<file path="config.mk">
export PLATFORM = sky130hd
export DESIGN_NAME = ex_mult
export DESIGN_NICKNAME = d
export VERILOG_FILES = /design/src/hdl/ex_types_pkg.sv /design/src/hdl/ex_ops_pkg.sv /design/src/hdl/ex_mult.sv
export SDC_FILE = /design/constraint.sdc
export NUM_CORES = 2
export LEC_CHECK = 0
export ABC_AREA = 1
export BUFFER_PORTS_ARGS = -buffer_cell sky130_fd_sc_hd__buf_2
export CAP_MARGIN = 25
export CORE_MARGIN = 2
export CORE_UTILIZATION = 55
export DETAILED_ROUTE_END_ITERATION = 10
export GPL_TIMING_DRIVEN = 0
export HOLD_SLACK_MARGIN = 0.03
export PLACE_DENSITY = 0.81
export SYNTH_ARGS = -nofsm -noshare
export SYNTH_HDL_FRONTEND = slang
export SYNTH_SLANG_ARGS = --single-unit
</file>
<file path="constraint.sdc">
create_clock -name clk -period 22.5 [get_ports clk]
set_clock_uncertainty 0.1 [all_clocks]
set_input_delay 2.25 -clock clk [delete_from_list [all_inputs] [get_ports clk]]
set_output_delay 2.25 -clock clk [all_outputs]
set_load 0.02 [all_outputs]
</file>
<file path="src/hdl/ex_types_pkg.sv">
/*
  Execute stage data types
  Word, double-word, register address and shift amount widths
*/

`default_nettype none

package ex_types_pkg;

  // Integer register width of RV32
  localparam int unsigned XLEN = 32;

  // Register file address, one extra bit selects the upper bank
  localparam int unsigned REG_ADDR_W = 6;

  // Enough bits to shift across one word
  localparam int unsigned SHAMT_W = $clog2(XLEN);

  // Operand, result and target word
  typedef logic [XLEN-1:0] word_t;

  // Full product of two words
  typedef logic [2*XLEN-1:0] dword_t;

  typedef logic [REG_ADDR_W-1:0] reg_addr_t;

  typedef logic [SHAMT_W-1:0] shamt_t;

endpackage

`default_nettype wire

</file>
<file path="src/hdl/ex_ops_pkg.sv">
/*
  Execute stage operation encodings
  ALU and multiplier opcodes, multiplier states, class helpers
*/

`default_nettype none

package ex_ops_pkg;

  // ALU opcodes, all 16 codes in use
  typedef enum logic [3:0] {
    ALU_ADD  = 4'd0,
    ALU_SUB  = 4'd1,
    ALU_AND  = 4'd2,
    ALU_OR   = 4'd3,
    ALU_XOR  = 4'd4,
    ALU_SLL  = 4'd5,
    ALU_SRL  = 4'd6,
    ALU_SRA  = 4'd7,
    ALU_SLT  = 4'd8,
    ALU_SLTU = 4'd9,
    // Branch comparisons
    ALU_EQ   = 4'd10,
    ALU_NE   = 4'd11,
    ALU_LT   = 4'd12,
    ALU_GE   = 4'd13,
    ALU_LTU  = 4'd14,
    ALU_GEU  = 4'd15
  } alu_op_e;

  typedef enum logic [1:0] {
    MUL    = 2'd0,
    MULH   = 2'd1,
    MULHSU = 2'd2,
    MULHU  = 2'd3
  } mult_op_e;

  typedef enum logic {
    MULT_IDLE   = 1'b0,
    MULT_FINISH = 1'b1
  } mult_state_e;

  // Compare class, result is a single flag
  function automatic logic alu_is_cmp(alu_op_e op);
    return op inside {ALU_SLT, ALU_SLTU, ALU_EQ, ALU_NE, ALU_LT, ALU_GE, ALU_LTU, ALU_GEU};
  endfunction

  // Upper-word products take two cycles
  function automatic logic mult_is_high(mult_op_e op);
    return op != MUL;
  endfunction

  function automatic logic mult_a_signed(mult_op_e op);
    return (op == MULH) || (op == MULHSU);
  endfunction

  function automatic logic mult_b_signed(mult_op_e op);
    return op == MULH;
  endfunction

endpackage

`default_nettype wire

</file>
<file path="src/hdl/ex_mult.sv">
/*
  Integer multiplier
  MUL in one cycle, MULH/MULHSU/MULHU in two via a half-width split of B
*/

`timescale 1ns/1ps
`default_nettype none

module ex_mult (
  input  wire                      clk,
  input  wire                      rst_n,
  input  wire                      enable_i,
  input  var ex_ops_pkg::mult_op_e operator_i,
  input  var ex_types_pkg::word_t  op_a_i,
  input  var ex_types_pkg::word_t  op_b_i,
  input  wire                      ex_ready_i,
  output ex_types_pkg::word_t      result_o,
  output logic                     ready_o,
  output logic                     multicycle_o
);

  localparam int unsigned XLEN   = ex_types_pkg::XLEN;
  localparam int unsigned HALF_W = XLEN / 2;

  ex_ops_pkg::mult_state_e state_q;
  ex_ops_pkg::mult_state_e state_d;

  ex_types_pkg::dword_t a_ext;
  ex_types_pkg::dword_t b_lo_ext;
  ex_types_pkg::dword_t b_hi_ext;
  ex_types_pkg::dword_t partial_lo;
  ex_types_pkg::dword_t partial_hi;
  ex_types_pkg::dword_t partial_q;
  ex_types_pkg::dword_t product;
  ex_types_pkg::word_t  mul_lo;
  logic                 high_op;
  logic                 a_neg;
  logic                 b_neg;
  logic                 start_high;

  //////////////////////////////
  // Operand extension
  //////////////////////////////

  assign high_op = ex_ops_pkg::mult_is_high(operator_i);
  assign a_neg   = ex_ops_pkg::mult_a_signed(operator_i) & op_a_i[XLEN-1];
  assign b_neg   = ex_ops_pkg::mult_b_signed(operator_i) & op_b_i[XLEN-1];

  // 64-bit wraparound gives the right two's complement product
  assign a_ext    = {{XLEN{a_neg}}, op_a_i};
  // Low half of B is always unsigned
  assign b_lo_ext = {{(2*XLEN-HALF_W){1'b0}}, op_b_i[HALF_W-1:0]};
  // High half carries the sign of B
  assign b_hi_ext = {{(2*XLEN-HALF_W){b_neg}}, op_b_i[XLEN-1:HALF_W]};

  // Phase 1 and phase 2 partial products
  assign partial_lo = a_ext * b_lo_ext;
  assign partial_hi = (a_ext * b_hi_ext) << HALF_W;
  assign product    = partial_q + partial_hi;

  // Plain MUL, only the low word is needed
  assign mul_lo = op_a_i * op_b_i;

  assign result_o = high_op ? product[2*XLEN-1:XLEN] : mul_lo;

  //////////////////////////////
  // FSM
  //////////////////////////////

  assign start_high = (state_q == ex_ops_pkg::MULT_IDLE) && enable_i && high_op;

  always_comb begin
    state_d = state_q;
    ready_o = 1'b1;
    case (state_q)
      ex_ops_pkg::MULT_IDLE: begin
        // Stall one cycle while the low partial is stored
        if (start_high) begin
          ready_o = 1'b0;
          state_d = ex_ops_pkg::MULT_FINISH;
        end
      end
      ex_ops_pkg::MULT_FINISH: begin
        // Result held until the stage moves on
        if (ex_ready_i) begin
          state_d = ex_ops_pkg::MULT_IDLE;
        end
      end
      default: state_d = ex_ops_pkg::MULT_IDLE;
    endcase
  end

  always_ff @(posedge clk or negedge rst_n) begin
    if (!rst_n) begin
      state_q <= ex_ops_pkg::MULT_IDLE;
    end else begin
      state_q <= state_d;
    end
  end

  // Low partial product, loaded on the first cycle only
  always_ff @(posedge clk) begin
    if (start_high) begin
      partial_q <= partial_lo;
    end
  end

  assign multicycle_o = (state_q == ex_ops_pkg::MULT_FINISH);

  // Decode holds the high multiply for the whole second phase
  assert property (@(posedge clk) disable iff (!rst_n)
    (state_q == ex_ops_pkg::MULT_FINISH)
      |-> enable_i && ex_ops_pkg::mult_is_high(operator_i)
          && $stable(operator_i) && $stable(op_a_i) && $stable(op_b_i))
    else $error("Multiplier inputs changed while in FINISH");

endmodule

`default_nettype wire

</file>
# [After elaboration in Yosys (flattened, before gate mapping)]
# Cells that the tools add are included.
[word_totals] register_bits=65 inputBits=70 output_inout_bits=34 elab_cells=21
[classes] n_addsub=1 n_mul=3 n_eq_ne=2 muxes=6 n_bitwise=3 reduce_logical=4
[ops] op="$add A64 B64 Y64" count=1
[ops] op="$mul A33 B17 Y50" count=1
[ops] op="$mul A33 B17 Y48" count=1
[ops] op="$mul A32 B32 Y32" count=1
[ops] op="$mux W32" count=1
[ops] op="$mux W1" count=4
[ops] op="$and A1 B1 Y1" count=2
[ops] op="$eq A2 B1 Y1 const B" count=1
[ops] op="$eq A2 B2 Y1 const B" count=1
[ops] op="$logic_and A1 B1 Y1" count=2
[ops] op="$pmux W1 S2" count=1
[ops] op="$reduce_bool A2 Y1" count=1
[ops] op="$logic_or A1 B1 Y1" count=1
[ops] op="$not A1 Y1" count=1

# [Longest topological paths before layout]
[depth] ltp_word=6 ltp_mapped=41 mapped_depth_nobuf=39

# [Worst setup path after synthesis]
# No wires, ideal clock.
[synth_path] kind="input -> output" start="input op_a_i[21]" end="output result_o[27]" arrival_ps=8921 required_time_ps=20150 path_slack_ps=11229 cell_stages=33 path_buffers=2 cell_sequence="clkbuf_1 -> clkbuf_1 -> nand2_1 -> fa_1 -> inv_1 -> fa_1 -> inv_1 -> fa_1 -> fa_1 -> inv_1 -> fa_1 -> inv_1 -> fa_1 -> inv_1 -> ha_1 -> inv_1 -> o21bai_1 -> o21bai_1 -> a21oi_1 -> nand3_2 -> a21oi_1 -> o21ai_0 -> xor2_1 -> ha_1 -> a21o_1 -> o21bai_1 -> a21oi_1 -> nor2_1 -> a211oi_1 -> o21ai_2 -> nand2_1 -> nand2_1 -> o21ai_1"
[synth_via] elab_chain_cells=3 word_cells_on_any_way=4 classes_between="add/sub: 1; mul: 2; mux: 1"
[synth_rtl] element="start: declaration" line_no="ex_mult.sv:14" text="input var ex_types_pkg::word_t op_a_i,"
[synth_rtl] element="$mul A33 B17 Y48" line_no="ex_mult.sv:58" text="assign partial_hi = (a_ext * b_hi_ext) << HALF_W;"
[synth_rtl] element="$add A64 B64 Y64" line_no="ex_mult.sv:59" text="assign product = partial_q + partial_hi;"
[synth_rtl] element="$mux W32 (*)" line_no="ex_mult.sv:64" text="assign result_o = high_op ? product[2*XLEN-1:XLEN] : mul_lo;"
[synth_rtl] element="end: declaration" line_no="ex_mult.sv:17" text="output ex_types_pkg::word_t result_o,"
# Every way passes the cells marked *; elsewhere a longest branch is shown, timed or not.

# [Final worst setup path]
[layout_path] start="input op_a_i[19]" end="output result_o[25]"
# The elaborated chain is that of the path after synthesis.

==> metrics.txt <==
DIE WIDTH=321 µm; routed len/inst=25.3 µm; routed vias=46847; post-CTS sizing=0; final WL=216000 µm; initial antenna violation count=11; TNS Setup=0 ns; met2 Track Usage GR=63.4%; Final ANT Viol Nets=0; CTS buffer count=5; setup repair bufs after CTS=0; storage element area=1050 µm²; post-synthesis async set-or-reset flop share=2.86%; Syn Inst Count=7155; kind of critical path=input pin to output pin; outcome=finished, final reports clean; Place WS=8.53 ns; Final #Nets=9022; DR DRC count=0; vias in the first global route=48734; cell mode on critical path=fa_1; # rows=116; hold_sp=multicycle_o; relative slew slack=17.6%; fillers=9395; Req. time, crit path=20.15 ns; final hold viol count=0; initial DRC count=5248; met3 Track Usage GR=15.4%; Final Wtd Congestion=1.07; area of the multi-input gates=44300 µm²; min-delay worst type=flop to flop; FF-to-FF End=partial_q[62]; Mapped Area=55300 µm²; worst setup margin=8.37 ns; Skew-Pair Late Insertion Delay=0.27 ns; Worst Path Max Fanout=10; full die area=103000 µm²; YS warnings=0; CTS max path bufs=2; crit path time final=14.13 ns; commonest non-fill, non-tap cells in the layout=inv_1, nand2_1, fa_1; H-tree Lvls=2; crit path DAT=11.78 ns; I/O Buffers=39; CP Launch Type=input pin; Critical-path top delay cell=clkbuf_1; total gr overflow=0; syn_nets=8967; max-cap viol count=0; syn_area_per_cell=7.74 µm²; Syn-to-layout area delta=3.86%; Seq/Total Area, Yosys=1.89%; WHS Endpoint=multicycle_o; Final Slew Violations=0; Die Height=321 µm; Worst path max stage delay=0.73 ns; core box area=99900 µm²; CP top delay family=adder cells; M1 GR Usage=55.1%; Initial Utilization=55.4%; CTS root buf=clkbuf_16; Vias/cell=5.50; R2R cell count=4; Worst-Margin Slew=1.24 ns; total track usage=42.8%; largest net degree at the start of global routing=23; DR pass1 iterations=6; WP buf/inv=8; HPWL Detailed=192000 µm; Final Cycle Share=62.8%; RSZ-0062 raised after global routing=no; number of enable flip-flop cells after synthesis=34; GR peak layer=met2; layout cells sized above 1=2.61%; Worst setup EP type=output pin; # hold bufs at CTS=0; most common cell after layout, fill and taps aside=inv_1; CTS tree=yes; first-pass GRT wire length=316000 µm; clock-pin slew on the worst setup and hold paths=0.05 ns; max frequency=70.8 MHz; worst r2r src=multicycle_o; post-synthesis cell type count=58; #FFs+latches synth=35; num ports=104; Synth Flop Type=edfxtp_1; R2R Setup Slk=20.83 ns; clock sink count=35; # setup viols final=0; Min-Delay Path Depth=2
[registers in the layout, summed over array words and instances, names as in the netlist]
register / count
multicycle_o: 1
partial_q: 34
[stage by stage]
stage,hold slack (ns),instances,area (µm²),utilization (%)
5_1_grt,0.517,8508,57500,57.6
2_1_floorplan,0.541,7155,55300,-
4_1_cts,0.480,8505,57400,57.5
6_report,0.475,8512,57500,57.6
3_3_place_gp,0.437,8492,57200,57.2
3_5_place_dp,0.467,8498,57300,57.4
[cell families (layout without fill, tap and decap cells)]
group | Yosys count | count (layout) | synth area share (%)
adders and majority gates | 1742 | 1742 | 57.6
buffers and inverters | 2647 | 2702 | 18.1
and+or+nand+nor | 2099 | 2099 | 15.3
xor gates and xnor gates | 128 | 128 | 2.06
other | 0 | 4 | 0
DFF | 35 | 35 | 1.89
AOI/OAI and AO/OA | 504 | 504 | 5.16
[synthesized netlist by cell type, types with 3 or more instances]
| cell | count | area share, % |
|---|---|---|
| o21ai_1 | 26 | 0.24 |
| nor2_2 | 12 | 0.14 |
| ha_1 | 401 | 9.1 |
| o21a_1 | 14 | 0.19 |
| nand3b_1 | 5 | 0.068 |
| nor3_1 | 29 | 0.26 |
| or2_2 | 11 | 0.12 |
| clkbuf_1 | 227 | 1.5 |
| inv_2 | 15 | 0.10 |
| a21boi_0 | 5 | 0.068 |
| and3_1 | 6 | 0.068 |
| nor4_1 | 6 | 0.068 |
| fa_1 | 1341 | 49 |
| nand2_2 | 16 | 0.18 |
| a31oi_1 | 34 | 0.38 |
| o21bai_1 | 15 | 0.20 |
| o21ai_2 | 5 | 0.079 |
| xnor2_1 | 49 | 0.78 |
| o2111ai_1 | 5 | 0.079 |
| nand2_1 | 1576 | 11 |
| nand3_1 | 113 | 1.0 |
| nand4_1 | 21 | 0.24 |
| a21o_1 | 25 | 0.34 |
| o21ai_0 | 139 | 1.3 |
| inv_1 | 2363 | 16 |
| xor2_1 | 77 | 1.2 |
| buf_2 | 38 | 0.34 |
| o211a_1 | 3 | 0.054 |
| a211oi_1 | 7 | 0.095 |
| a21oi_2 | 5 | 0.079 |
| nand3_2 | 9 | 0.16 |
| edfxtp_1 | 34 | 1.8 |
| a21oi_1 | 209 | 1.9 |
| buf_4 | 3 | 0.041 |
| nor2_1 | 279 | 1.9 |
[tightest hold or removal path, cell delays in order, from the launching register on]
cell and delay (ns):
dfrtp_1 0.37, inv_1 0.07, o21ai_0 0.09
[metal layers]
layer  vias up  part of all wire (%)
li1      20285                     -
met1     23166                    37
met2      2802                    42
met3       588                    14
met4         6                   6.9
met5         -                 0.019
[layout make-up]
cell class	instances	area share, %
sequential	35	1.82
clock buffer	5	0.218
timing repair buffer	48	0.640
multi-input combinational	4473	77.1
clock inverter	2	0.0152
buffer	268	1.85
antenna	4	0.0174
tap	1298	2.83
inverter	2379	15.5
[how the worst max path moves through the flow]
| stage | startpoint | to | slack (ns) | cells past startpoint |
|---|---|---|---|---|
| 5_1_grt | op_a_i[19] | result_o[25] | 8.07 | 35 |
| 2_1_floorplan | op_a_i[21] | result_o[27] | 11.23 | 33 |
| 4_1_cts | op_a_i[19] | result_o[25] | 8.49 | 35 |
| 3_5_place_dp | op_a_i[19] | result_o[25] | 8.53 | 35 |
| 3_3_place_gp | op_a_i[19] | result_o[25] | 8.43 | 35 |
| 6_report | op_a_i[19] | result_o[25] | 8.37 | 35 |
Power is not shown: default switching activity piles up to over one toggle a cycle in this logic, so the estimate is an artifact.
