File: config.mk
export PLATFORM = sky130hd
export DESIGN_NAME = ex_ctrl
export DESIGN_NICKNAME = d
export VERILOG_FILES = /design/src/hdl/ex_types_pkg.sv /design/src/hdl/ex_ctrl.sv
export SDC_FILE = /design/constraint.sdc
export NUM_CORES = 1
export LEC_CHECK = 0
export ABC_AREA = 1
export BUFFER_PORTS_ARGS = -buffer_cell sky130_fd_sc_hd__clkbuf_2
export CORE_AREA = 2 2 91 93
export CTS_CLUSTER_DIAMETER = 80
export DETAILED_ROUTE_END_ITERATION = 12
export DIE_AREA = 0 0 93 95
export SYNTH_ARGS = -nofsm -noshare
export SYNTH_HDL_FRONTEND = slang
export SYNTH_SLANG_ARGS = --single-unit
File: constraint.sdc
create_clock -name clk -period 1.7 [get_ports clk]
set_input_delay 0.255 -clock clk [delete_from_list [all_inputs] [get_ports clk]]
set_output_delay 0.255 -clock clk [all_outputs]
set_load 0.02 [all_outputs]
File: src/hdl/ex_types_pkg.sv
/*
  Execute stage data types
  Word, double-word, register address and shift amount widths
*/

`default_nettype none

package ex_types_pkg;

  // Integer register width of RV32
  localparam int unsigned XLEN = 32;

  // Register file address, one extra bit selects the upper bank
  localparam int unsigned REG_ADDR_W = 6;

  // Enough bits to shift across one word
  localparam int unsigned SHAMT_W = $clog2(XLEN);

  // Operand, result and target word
  typedef logic [XLEN-1:0] word_t;

  // Full product of two words
  typedef logic [2*XLEN-1:0] dword_t;

  typedef logic [REG_ADDR_W-1:0] reg_addr_t;

  typedef logic [SHAMT_W-1:0] shamt_t;

endpackage

`default_nettype wire

File: src/hdl/ex_ctrl.sv
/*
  Execute stage control
  Forwarding write port select, EX/WB load port register, ready/valid
*/

`timescale 1ns/1ps
`default_nettype none

module ex_ctrl (
  input  wire                         clk,
  input  wire                         rst_n,

  // Unit enables and result sources
  input  wire                         alu_en_i,
  input  wire                         mult_en_i,
  input  wire                         csr_access_i,
  input  wire                         lsu_en_i,
  input  var ex_types_pkg::word_t     alu_result_i,
  input  var ex_types_pkg::word_t     mult_result_i,
  input  var ex_types_pkg::word_t     csr_rdata_i,
  input  wire                         mult_ready_i,

  // Write ports from decode
  input  wire                         regfile_alu_we_i,
  input  var ex_types_pkg::reg_addr_t regfile_alu_waddr_i,
  input  wire                         regfile_we_i,
  input  var ex_types_pkg::reg_addr_t regfile_waddr_i,

  // Load/store unit and write-back handshake
  input  var ex_types_pkg::word_t     lsu_rdata_i,
  input  wire                         lsu_ready_ex_i,
  input  wire                         lsu_err_i,
  input  wire                         wb_ready_i,
  input  wire                         branch_in_ex_i,

  output logic                        regfile_alu_we_fw_o,
  output ex_types_pkg::reg_addr_t     regfile_alu_waddr_fw_o,
  output ex_types_pkg::word_t         regfile_alu_wdata_fw_o,
  output logic                        regfile_we_wb_o,
  output ex_types_pkg::reg_addr_t     regfile_waddr_wb_o,
  output ex_types_pkg::word_t         regfile_wdata_wb_o,
  output logic                        ex_ready_o,
  output logic                        ex_valid_o
);

  logic                    we_wb_q;
  ex_types_pkg::reg_addr_t waddr_wb_q;
  logic                    lsu_write;
  logic                    units_ready;

  //////////////////////////////
  // Forwarding write port
  //////////////////////////////

  assign regfile_alu_we_fw_o    = regfile_alu_we_i;
  assign regfile_alu_waddr_fw_o = regfile_alu_waddr_i;

  // CSR wins over multiplier, multiplier over ALU
  always_comb begin
    if (csr_access_i) begin
      regfile_alu_wdata_fw_o = csr_rdata_i;
    end else if (mult_en_i) begin
      regfile_alu_wdata_fw_o = mult_result_i;
    end else if (alu_en_i) begin
      regfile_alu_wdata_fw_o = alu_result_i;
    end else begin
      regfile_alu_wdata_fw_o = '0;
    end
  end

  //////////////////////////////
  // EX/WB register
  //////////////////////////////

  // A faulting access never reaches the register file
  assign lsu_write = regfile_we_i & ~lsu_err_i;

  always_ff @(posedge clk or negedge rst_n) begin
    if (!rst_n) begin
      we_wb_q    <= 1'b0;
      waddr_wb_q <= '0;
    end else if (ex_valid_o) begin
      // wb_ready_i is implied by valid
      we_wb_q <= lsu_write;
      if (lsu_write) begin
        waddr_wb_q <= regfile_waddr_i;
      end
    end else if (wb_ready_i) begin
      // Bubble, flush the old write out
      we_wb_q <= 1'b0;
    end
  end

  assign regfile_we_wb_o    = we_wb_q;
  assign regfile_waddr_wb_o = waddr_wb_q;
  // Load data arrives with the write-back cycle
  assign regfile_wdata_wb_o = lsu_rdata_i;

  //////////////////////////////
  // Handshake
  //////////////////////////////

  assign units_ready = mult_ready_i & lsu_ready_ex_i & wb_ready_i;

  // Branches resolve here and never need write-back
  assign ex_ready_o = units_ready | branch_in_ex_i;
  // Valid goes right and does not look at ready
  assign ex_valid_o = (alu_en_i | mult_en_i | csr_access_i | lsu_en_i) & units_ready;

  // Decode issues to one result source at a time
  assert property (@(posedge clk) disable iff (!rst_n)
    $onehot0({alu_en_i, mult_en_i, csr_access_i}))
    else $error("More than one of ALU, multiplier and CSR enabled");

endmodule

`default_nettype wire

=== Word-level counts from Yosys, hierarchy flattened ===
Cells that the tools add are included.

* Flip-flop bits (word level): 7
* Word-level logic and storage cells: 18
* Output and inout port bits: 80

* Bitwise logic cells: 9
* Mux-type cells: 5
* Reduce and logical (&&, ||, !) cells: 2

{| class="wikitable"
|+ Operator list
! cell !! count
|-
| two-way mux 32 bit || 3
|-
| bitwise AND 1 bit || 4
|-
| OR 1 bit || 4
|-
| two-way mux 1 bit || 2
|-
| AND reduction 2 bit || 1
|-
| nonzero test 2 bit || 1
|-
| NOT 1 bit || 1
|}

=== Longest topological paths before layout ===
Gate-level depths: netlist of the first run.

* Depth after elaboration: 5
* Depth in mapped cells: 6
* Gate-level depth less buffers: 5

=== Least setup slack after synthesis of the first run ===
OpenSTA, ideal clock, no wires.

* Path type: in2out
* Start point: input port csr_access_i
* End point: output port regfile_alu_wdata_fw_o[0]
* Arrival time: 1010 ps
* Cell stages on the path: 3
* Setup slack: 435 ps
* Required time: 1445 ps
* Buffers on the path: 2
* Cell sequence: buf_4 buf_2 a22oi_1

* Word-level cells in the longest chain between the ends: 1

{| class="wikitable"
|+ RTL lines
! what !! RTL line !! text
|-
| from (decl) || ex_ctrl.sv:16 || <nowiki>input wire csr_access_i,</nowiki>
|-
| two-way mux 32 bit || ex_ctrl.sv:60 || <nowiki>if (csr_access_i) begin</nowiki>
|-
| to (decl) || ex_ctrl.sv:38 || <nowiki>output ex_types_pkg::word_t regfile_alu_wdata_fw_o,</nowiki>
|}

No other way between the ends.

=== Final worst setup path of the first run ===
* Start point: input port csr_access_i
* End point: output port regfile_alu_wdata_fw_o[14]

The elaborated chain is that of the path after synthesis.

==> results of run 1 <==
-- layout make-up --
cell class / count / area [um2]
multi-input combinational: 126 / 842.1
inverter: 35 / 131.4
tap: 105 / 131.4
timing repair buffer: 162 / 883.3
fill: 899 / 5719
clock buffer: 4 / 45.04
sequential: 7 / 175.2
-- state kept, by name (all words and copies together) (netlist names) --
name,cells
regfile_waddr_wb_o,6
regfile_we_wb_o,1
-- worst register-to-register path, stage by stage, from the launching register on --
cell and delay [ps]:
dfrtp_1 390, nand2_1 70, nand2_1 40
-- power groups by stage --
stage	registers, mW	clock network, mW	logic [mW]
floorplan	0.255	0	0.461
global placement	0.218	0	0.630
detailed placement	0.218	0	0.637
CTS	0.217	0.241	0.641
global route	0.220	0.245	0.691
finish	0.217	0.234	0.633
-- layout by cell type (no fill, tap or decap) --
master,Yosys,final
nor2_8,1,1
inv_1,35,35
dlygate4sd3_1,0,1
dfrtp_1,7,7
clkbuf_1,0,1
buf_4,41,3
nand2_1,47,47
nor2_2,2,2
a22oi_2,30,30
clkbuf_8,0,3
nor2_1,2,2
and2_2,1,1
nand3_4,1,1
nand4_1,6,6
clkbuf_2,0,154
or2_2,1,1
nand2_2,1,1
a21oi_1,32,32
buf_12,0,4
a22oi_1,2,2
-- routing by layer --
layer | track usage | routed length [um] | vias to the layer above
met4 | 0.03554 | 104 | 0
li1 | - | - | 912
met3 | 0.02394 | 439 | 14
met1 | 0.1170 | 1965 | 790
met2 | 0.1878 | 2593 | 90
met5 | 0 | 0 | -
-- logic make-up (layout without fill, tap and decap cells) --
logic type	count (synthesis)	count (layout)	share of synthesized area
AND/OR/NAND/NOR	62	62	0.1891
flip-flops	7	7	0.1136
AO/OA/AOI/OAI	64	64	0.3571
buffers and inverters	88	201	0.3401
-- stage by stage --
step	utilization	std cells	total power [mW]
global route	0.2786	439	1.155
floorplan	-	221	0.7156
detailed placement	0.2716	434	0.8551
global placement	0.2716	434	0.8476
CTS	0.2786	439	1.098
finish	0.2786	439	1.083
-- timing repair --
action / CTS / global route
endpoints found under the setup margin: 0 / 0
hold endpoints to repair: 7 / 0
hold buffers: 1 / 0
buffers inserted: 0 / 0
gates resized for setup: 0 / 0
-- how the worst max path moves through the flow --
stage                 startpoint                          to  cells after the start
finish              csr_access_i  regfile_alu_wdata_fw_o[14]                      5
global route        csr_access_i  regfile_alu_wdata_fw_o[28]                      5
CTS                 csr_access_i                  ex_valid_o                      6
detailed placement      alu_en_i   regfile_alu_wdata_fw_o[0]                      7
global placement        alu_en_i   regfile_alu_wdata_fw_o[0]                      7
floorplan           csr_access_i   regfile_alu_wdata_fw_o[0]                      3
==> results.toml, run 1 <==
[worst_hold_path]
holdPathEnd = "regfile_waddr_wb_o[5]"
hp-start = "regfile_waddr_i[5]"
hold_class = "input port to flop"
hold_depth = 3

[place]
postPlaceCellArea_um2 = 2153
dp.final_hpwl_mm = 4.262
routabilityCongestion = 0.7055
portBuffers = 154
post-place-ws_ps = 292.5

[global_routing]
grt_pass1_vias = 1581
grt_max_degree = 54
antenna_found_initial = 0
track_usage = 0.1027
grt_pass1_wl_mm = 7.300
gr-total-overflow = 0

[synth]
synthArstFlopShare = 1.000
synth_flop_cell = "dfrtp_1"
synth.distinct_cells = 17
syn_inst = 221
synth.avg_cell_area_um2 = 6.975
synth_top_area_cell = "a22oi_2"
ys_seq_area_frac = 0.1136
ys_ff_latch = 7
synth-edff-count = 0
ys.warnings.count = 0
synth_top_cells_by_area = "a22oi_2, buf_4, nand2_1, dfrtp_1, a21oi_1"
yosysMostFrequentCell = "nand2_1"
synth_top_area_share = 0.2435
synth_area_um2 = 1541
syn_nets = 374
synth_commonest_cells = "nand2_1, buf_4, inv_1, a21oi_1, a22oi_2"

[timing]
period_share = 0.8267
rsz0062_at_grt = "false"
worst_pin_slew_ps = 318.2
slew_headroom = 0.7876
finalHoldViolations = 0
max_freq_ghz = 0.7116
report.final.slew_viol_count = 0
tns_ps = 0
holdWs_ps = 267.1
setup_slack_ps = 294.7
setup_viol = 0
period_minus_slack_ps = 1405
skew_ps = 0

[final_layout]
fin_nets = 488
area_growth_pct = 43.26
diodes = 0
drive_gt1_frac = 0.6018
final_cell_area_um2 = 2208

[floorplan]
top_level_ports = 233
die_area_um2 = 8835
core.rowCount = 33
core_region_area_um2 = 7928
die_w_um = 93
fp.dieH_um = 95
initial_core_util = 0.1944

[routing]
drc = 0
ant_nets = 0
drt_iter0_markers = 20
via_per_inst = 4.114
vias = 1806
dr.pass1.iters = 4
routed_wl_mm = 5.102
routedWlPerCell_um = 11.62

[worst_setup_path]
end_kind = "output port"
cp_max_fo = 53
path_class = "input port to output port"
start_kind = "input port"
path_buf_inv = 3
r2r-start = "regfile_waddr_wb_o[5]"
reg2reg_depth = 2
cp_top_family = "buffers and inverters"
crit_chain = "clkbuf_2, buf_12, a21oi_1, a22oi_2, clkbuf_2"
r2r_slack_ps = 1090
cp_slowest_cell = "buf_12"
required_ps = 1440
max_stage_delay_ps = 260
reg2reg_to = "regfile_waddr_wb_o[5]"
cp.arrival_ps = 1150
crit_top_cell = "clkbuf_2"

[clock_tree]
cts-root-buf = "clkbuf_8"
clkTransAtPathRegs_ps = 40
worstSkewPairLatency_ps = 220
cts.path.max_buffers = 2
cts_num_sinks = 7
cts_buffers = 3
htree_levels = 1
cts_tree = "built"

[power]
pwr-share-seq = 0.200
peakVddDrop_mv = 0.3438
swShare = 0.4140
p_clk_frac = 0.216
p_leak_nw = 1.275
pwr-share-comb = 0.584
power.switching_uw = 448.5
p_int_uw = 634.8
p_per_area_nw_per_um2 = 490.5

[run_status]
status = "finished, final reports clean"

[flow_run]
drv_cap = 0
Power figures use the tool's default switching activity.
==> run 2: changes to the inputs <==
--- a/config.mk
+++ b/config.mk
@@ -5,12 +5,12 @@
 export SDC_FILE = /design/constraint.sdc
 export NUM_CORES = 1
 export LEC_CHECK = 0
-export ABC_AREA = 1
+export ABC_AREA = 0
 export BUFFER_PORTS_ARGS = -buffer_cell sky130_fd_sc_hd__clkbuf_2
-export CORE_AREA = 2 2 91 93
+export CORE_AREA = 2 2 90 92
 export CTS_CLUSTER_DIAMETER = 80
 export DETAILED_ROUTE_END_ITERATION = 12
-export DIE_AREA = 0 0 93 95
+export DIE_AREA = 0 0 92 94
 export SYNTH_ARGS = -nofsm -noshare
 export SYNTH_HDL_FRONTEND = slang
 export SYNTH_SLANG_ARGS = --single-unit
==> constraint.sdc (replaced) <==
create_clock -name clk -period 1.15 [get_ports clk]
set_input_delay 0.1725 -clock clk [delete_from_list [all_inputs] [get_ports clk]]
set_output_delay 0.1725 -clock clk [all_outputs]
set_load 0.02 [all_outputs]
==> run 2 against run 1 <==
Non-clock buffer count increased by 12; sequential power rose by 50%; the flow now finishes with violations (negative setup slack); routed wire length is 4.3% higher; clock skew is the same; combinational power up 74%; register-to-register slack worse by 690 ps; critical path type unchanged; worst setup slack got worse by 360 ps; via count shrank 5.1%; synthesized area is 22% lower; worst hold slack worse by 81 ps; largest power group unchanged; sequential share of layout area decreased by 0.64 points; cell count down 9.1%.
==> results.toml, run 2 <==
[place]
portBuffers = 154
routabilityCongestion = 0.7352
dp.final_hpwl_mm = 4.187

[global_routing]
track_usage = 0.1137
gr-total-overflow = 0
grt_max_degree = 27
grt_pass1_vias = 1759
antenna_found_initial = 0
grt_pass1_wl_mm = 8.079

[routing]
via_per_inst = 4.293
drc = 0
ant_nets = 0
routedWlPerCell_um = 13.34
drt_iter0_markers = 34
dr.pass1.iters = 2
routed_wl_mm = 5.322
vias = 1713

[run_status]
violations = "negative setup slack"
status = "finished, violations left"

[timing]
period_minus_slack_ps = 1219
report.final.slew_viol_count = 0
skew_ps = 0
holdWs_ps = 185.9
slew_headroom = 0.8055
worst_pin_slew_ps = 289.6
setup_slack_ps = -68.67
period_share = 1.060
rsz0062_at_grt = "true"
tns_ps = -1642
setup_viol = 31
max_freq_ghz = 0.8206
finalHoldViolations = 0

[worst_setup_path]
end_kind = "output port"
cp_top_family = "buffers and inverters"
path_buf_inv = 3
crit_start = "mult_en_i"
path_class = "input port to output port"
r2r-start = "regfile_waddr_wb_o[0]"
cp_slowest_cell = "buf_8"
max_stage_delay_ps = 180
cp_max_fo = 15
cp.arrival_ps = 1050
start_kind = "input port"
required_ps = 980
crit_chain = "clkbuf_16, nor2b_4, buf_8, a22oi_1, o21ai_2, clkbuf_8"

[clock_tree]
worstSkewPairLatency_ps = 220
cts.path.max_buffers = 2
cts_tree = "built"
cts_num_sinks = 7
htree_levels = 1
cts_buffers = 3
clkTransAtPathRegs_ps = 40
cts-root-buf = "clkbuf_8"

[synth]
ys_ff_latch = 7
synth.avg_cell_area_um2 = 7.027
synth_top_cells_by_area = "buf_4, a22oi_1, dfrtp_1, o21ai_0, nand2_1"
synth_area_um2 = 1209
synth_top_area_cell = "buf_4"
synth_flop_cell = "dfrtp_1"
synth_top_area_share = 0.2422
ys_seq_area_frac = 0.1449
syn_inst = 172
synthArstFlopShare = 1.000
syn_nets = 325
ys.warnings.count = 0
synth_commonest_cells = "buf_4, nand2_1, o21ai_0, a22oi_1, clkbuf_1"
yosysMostFrequentCell = "buf_4"
synth-edff-count = 0
synth.distinct_cells = 19

[power]
pwr-share-seq = 0.186
pwr-share-comb = 0.624
p_leak_nw = 1.257
total_power_mw = 1.759
p_int_mw = 1.101
peakVddDrop_mv = 0.7701
p_clk_frac = 0.190
p_per_area_nw_per_um2 = 732.1
swShare = 0.3737
power.switching_uw = 657.3

[floorplan]
fp.dieH_um = 94
top_level_ports = 233
core.rowCount = 32
core_region_area_um2 = 7607
die_w_um = 92
die_area_um2 = 8648
initial_core_util = 0.1589

[worst_hold_path]
hold_class = "input port to flop"
hp-start = "regfile_waddr_i[0]"

[final_layout]
largest_reg_flops = 6
final_common_cell = "clkbuf_2"
diodes = 0
final_cell_mix = "clkbuf_2, nand2_1, o21ai_2"
fin_nets = 451
area_growth_pct = 98.76
drive_gt1_frac = 0.7374

[flow_run]
drv_cap = 0
-- run 2: cell types whose count changed after synthesis, moves of 11 or more --
| cell | before | now |
|---|---|---|
| a21oi_1 | 32 | 2 |
| nand2_1 | 47 | 32 |
| a22oi_2 | 30 | 0 |
| clkbuf_1 | 0 | 11 |
| inv_1 | 35 | 1 |
| o21ai_0 | 0 | 32 |
| a22oi_1 | 2 | 30 |
-- run 2: power by group through the flow --
stage	sequential, mW	combinational [mW]	clock (mW)
global route	0.332	1.18	0.366
CTS	0.326	1.09	0.343
global placement	0.328	0.905	0
floorplan	0.393	0.633	0
finish	0.326	1.10	0.334
detailed placement	0.329	0.917	0
-- run 2: cell families after synthesis --
group | synth area share
compound gates | 0.3333
buf+inv | 0.2971
simple gates | 0.1687
flops | 0.1449
mux | 0.05590
-- run 2: through the flow --
step                worst slack, ps  cells  utilization  area (um2)
floorplan                    -81.06    172            -        1329
global route                 -156.8    399       0.3158        2402
detailed placement           -174.1    388       0.2610        1986
finish                       -68.67    399       0.3158        2402
global placement             -145.8    388       0.2610        1986
CTS                          -89.55    398       0.3113        2369
-- run 2: worst paths after layout --
check / end / slack [ps] / cells past startpoint
min reg2reg: regfile_we_wb_o / 470 / 1
min: regfile_waddr_wb_o[0] / 190 / 2
min in group asynchronous: regfile_waddr_wb_o[1] / 340 / 2
max reg2reg: regfile_waddr_wb_o[0] / 400 / 1
max: regfile_alu_wdata_fw_o[22] / -70 / 6
max in group asynchronous: regfile_waddr_wb_o[5] / 650 / 2
-- run 2: layout make-up --
class / count / area, um2
timing repair buffer: 174 / 1232
tap: 102 / 127.6
sequential: 7 / 175.2
clock buffer: 4 / 45.04
inverter: 1 / 3.754
fill: 801 / 5205
multi-input combinational: 111 / 818.3
-- run 2: layer usage --
| layer | vias to the layer above | routed length (um) | track usage |
|---|---|---|---|
| met5 | - | 0 | 0 |
| met4 | 0 | 103 | 0.03358 |
| met3 | 10 | 443 | 0.02247 |
| met2 | 88 | 2903 | 0.2243 |
| met1 | 781 | 1872 | 0.1213 |
| li1 | 834 | - | - |
-- run 2: timing repair --
action,in CTS,in global routing
gates cloned,2,0
setup buffers,3,3
hold buffers,1,0
pin swaps,5,4
endpoints found under the setup margin,32,39
endpoints found under the hold margin,7,0
resized for setup,62,10
==> run 3: changes to the inputs <==
==> constraint.sdc (replaced) <==
create_clock -name clk -period 1 [get_ports clk]
set_input_delay 0.15 -clock clk [delete_from_list [all_inputs] [get_ports clk]]
set_output_delay 0.15 -clock clk [all_outputs]
set_load 0.02 [all_outputs]
==> run 3 against run 2 <==
Power is 22% higher; critical path depth is 1 higher; largest cell class unchanged; flip-flop and latch count is the same; utilization grew 2.5 points; count of clock-buffer cells in the layout did not move; the flow still finishes with violations (negative setup slack); worst hold slack got worse by 28 ps; sequential share of layout area down 0.54 points; non-clock buffer count stayed put; via count increased by 0.70%.
==> results.toml, run 3 (synthesized netlist as in run 2, its figures left out) <==
[floorplan]
core.rowCount = 32
die_w_um = 92
fp.dieH_um = 94
initial_core_util = 0.1589
core_region_area_um2 = 7607
top_level_ports = 233
die_area_um2 = 8648

[worst_setup_path]
cp_max_fo = 7
required_ps = 850
end_kind = "output port"
cp.arrival_ps = 1070
crit_path_end = "regfile_alu_wdata_fw_o[17]"
path_class = "input port to output port"
reg2reg_depth = 1
worst-path-stages = 7
reg2reg_to = "regfile_waddr_wb_o[5]"
path_buf_inv = 4
cp_top_family = "buffers and inverters"
cp_slowest_cell = "o21ai_2"
r2r_slack_ps = 240
crit_start = "mult_en_i"
r2r-start = "regfile_waddr_wb_o[5]"
max_stage_delay_ps = 160
start_kind = "input port"
crit_chain = "clkbuf_16, nor2b_4, buf_12, buf_8, a22oi_2, o21ai_2, clkbuf_8"

[clock_tree]
cts_tree = "built"
cts-root-buf = "clkbuf_8"
cts_num_sinks = 7
clkTransAtPathRegs_ps = 40
cts_buffers = 3
worstSkewPairLatency_ps = 220
htree_levels = 1
cts.path.max_buffers = 2

[global_routing]
grt_pass1_vias = 1718
grt_use_met3 = 0.01525
grt_max_degree = 35
gr-total-overflow = 0
track_usage = 0.1153
grt_pass1_wl_mm = 8.066
antenna_found_initial = 0
grtUsageMet1 = 0.1203
grt_busiest_layer = "met2"
grtUsageMet2 = 0.2341

[flow_run]
drv_cap = 0

[timing]
period_share = 1.217
finalHoldViolations = 0
period_minus_slack_ps = 1217
skew_ps = 0
holdWs_ps = 157.4
report.final.slew_viol_count = 0
setup_slack_ps = -216.8
setup_viol = 40
tns_ps = -6540
rsz0062_at_grt = "true"
worst_pin_slew_ps = 283.2
slew_headroom = 0.8098
max_freq_ghz = 0.8219

[run_status]
status = "finished, violations left"
violations = "negative setup slack"

[final_layout]
drive_gt1_frac = 0.8249
num-fill-cells = 802
final-seq-area_um2 = 175.2
fin_nets = 451
final_cell_mix = "clkbuf_2, clkbuf_8, nand2_1, o21ai_2, a22oi_2"
final_cell_area_um2 = 2595
area_growth_pct = 114.7
multiInputGateArea_um2 = 943.4
stdcell_count = 399
diodes = 0
largest_reg_flops = 6
final_common_cell = "clkbuf_2"

[power]
total_power_mw = 2.148
p_leak_nw = 1.290
peakVddDrop_mv = 1.203
p_per_area_nw_per_um2 = 827.7

[worst_hold_path]
hold_class = "input port to flop"

[routing]
dr.pass1.iters = 4
ant_nets = 0
via_per_inst = 4.323
routed_wl_mm = 5.378
drt_iter0_markers = 17
vias = 1725
routedWlPerCell_um = 13.48
drc = 0

[place]
routabilityCongestion = 0.7245
dp.final_hpwl_mm = 3.864
portBuffers = 154
postPlaceCellArea_um2 = 1974
dp_cells = 385
-- run 3: cell types whose count changed in the layout (fill, tap and decap cells not counted), sizes merged --
cell | before | now
buf | 24 | 23
clkbuf | 153 | 154
-- run 3: timing repair --
item,CTS,global route
setup buffers,4,3
hold endpoints to repair,7,0
cloned,3,0
setup endpoints to repair,39,39
hold buffers,1,0
gates resized for setup,103,9
pin swaps,11,13
-- run 3: through the flow --
step | worst slack [ps] | util
after CTS | -208.0 | 0.3382
after floorplan | -208.6 | -
after global placement | -370.5 | 0.2595
final | -216.8 | 0.3411
after detailed placement | -387.1 | 0.2595
after global routing | -267.0 | 0.3411
-- run 3: area by class of cell --
class	instances	share of cell area
Timing Repair Buffer	174	0.5010
Multi-Input combinational cell	111	0.3635
Sequential cell	7	0.06750
Tap cell	102	0.04918
Clock buffer	4	0.01736
Inverter	1	0.001446
-- run 3: metal layers --
layer	vias to the layer above	wire length, um
met5	-	0
li1	834	-
met3	16	362
met2	91	3088
met1	784	1815
met4	0	112
-- run 3: how the worst min path moves through the flow --
stage,startpoint,endpoint,slack (ps),depth (start not counted)
finish,regfile_waddr_i[3],regfile_waddr_wb_o[3],160,2
CTS,regfile_waddr_i[1],regfile_waddr_wb_o[1],160,2
detailed placement,rst_n,regfile_waddr_wb_o[2],-2,1
global placement,rst_n,regfile_waddr_wb_o[2],-6,1
floorplan,rst_n,regfile_waddr_wb_o[0],-150,0
global route,regfile_waddr_i[1],regfile_waddr_wb_o[1],160,2
-- run 3: power by group --
group          total, mW  internal, mW  switching (mW)  leakage, nW
combinational       1.37         0.714           0.659         1.18
sequential         0.373         0.344          0.0285       0.0874
clock              0.402         0.276           0.125       0.0228
total               2.15          1.33           0.813         1.29
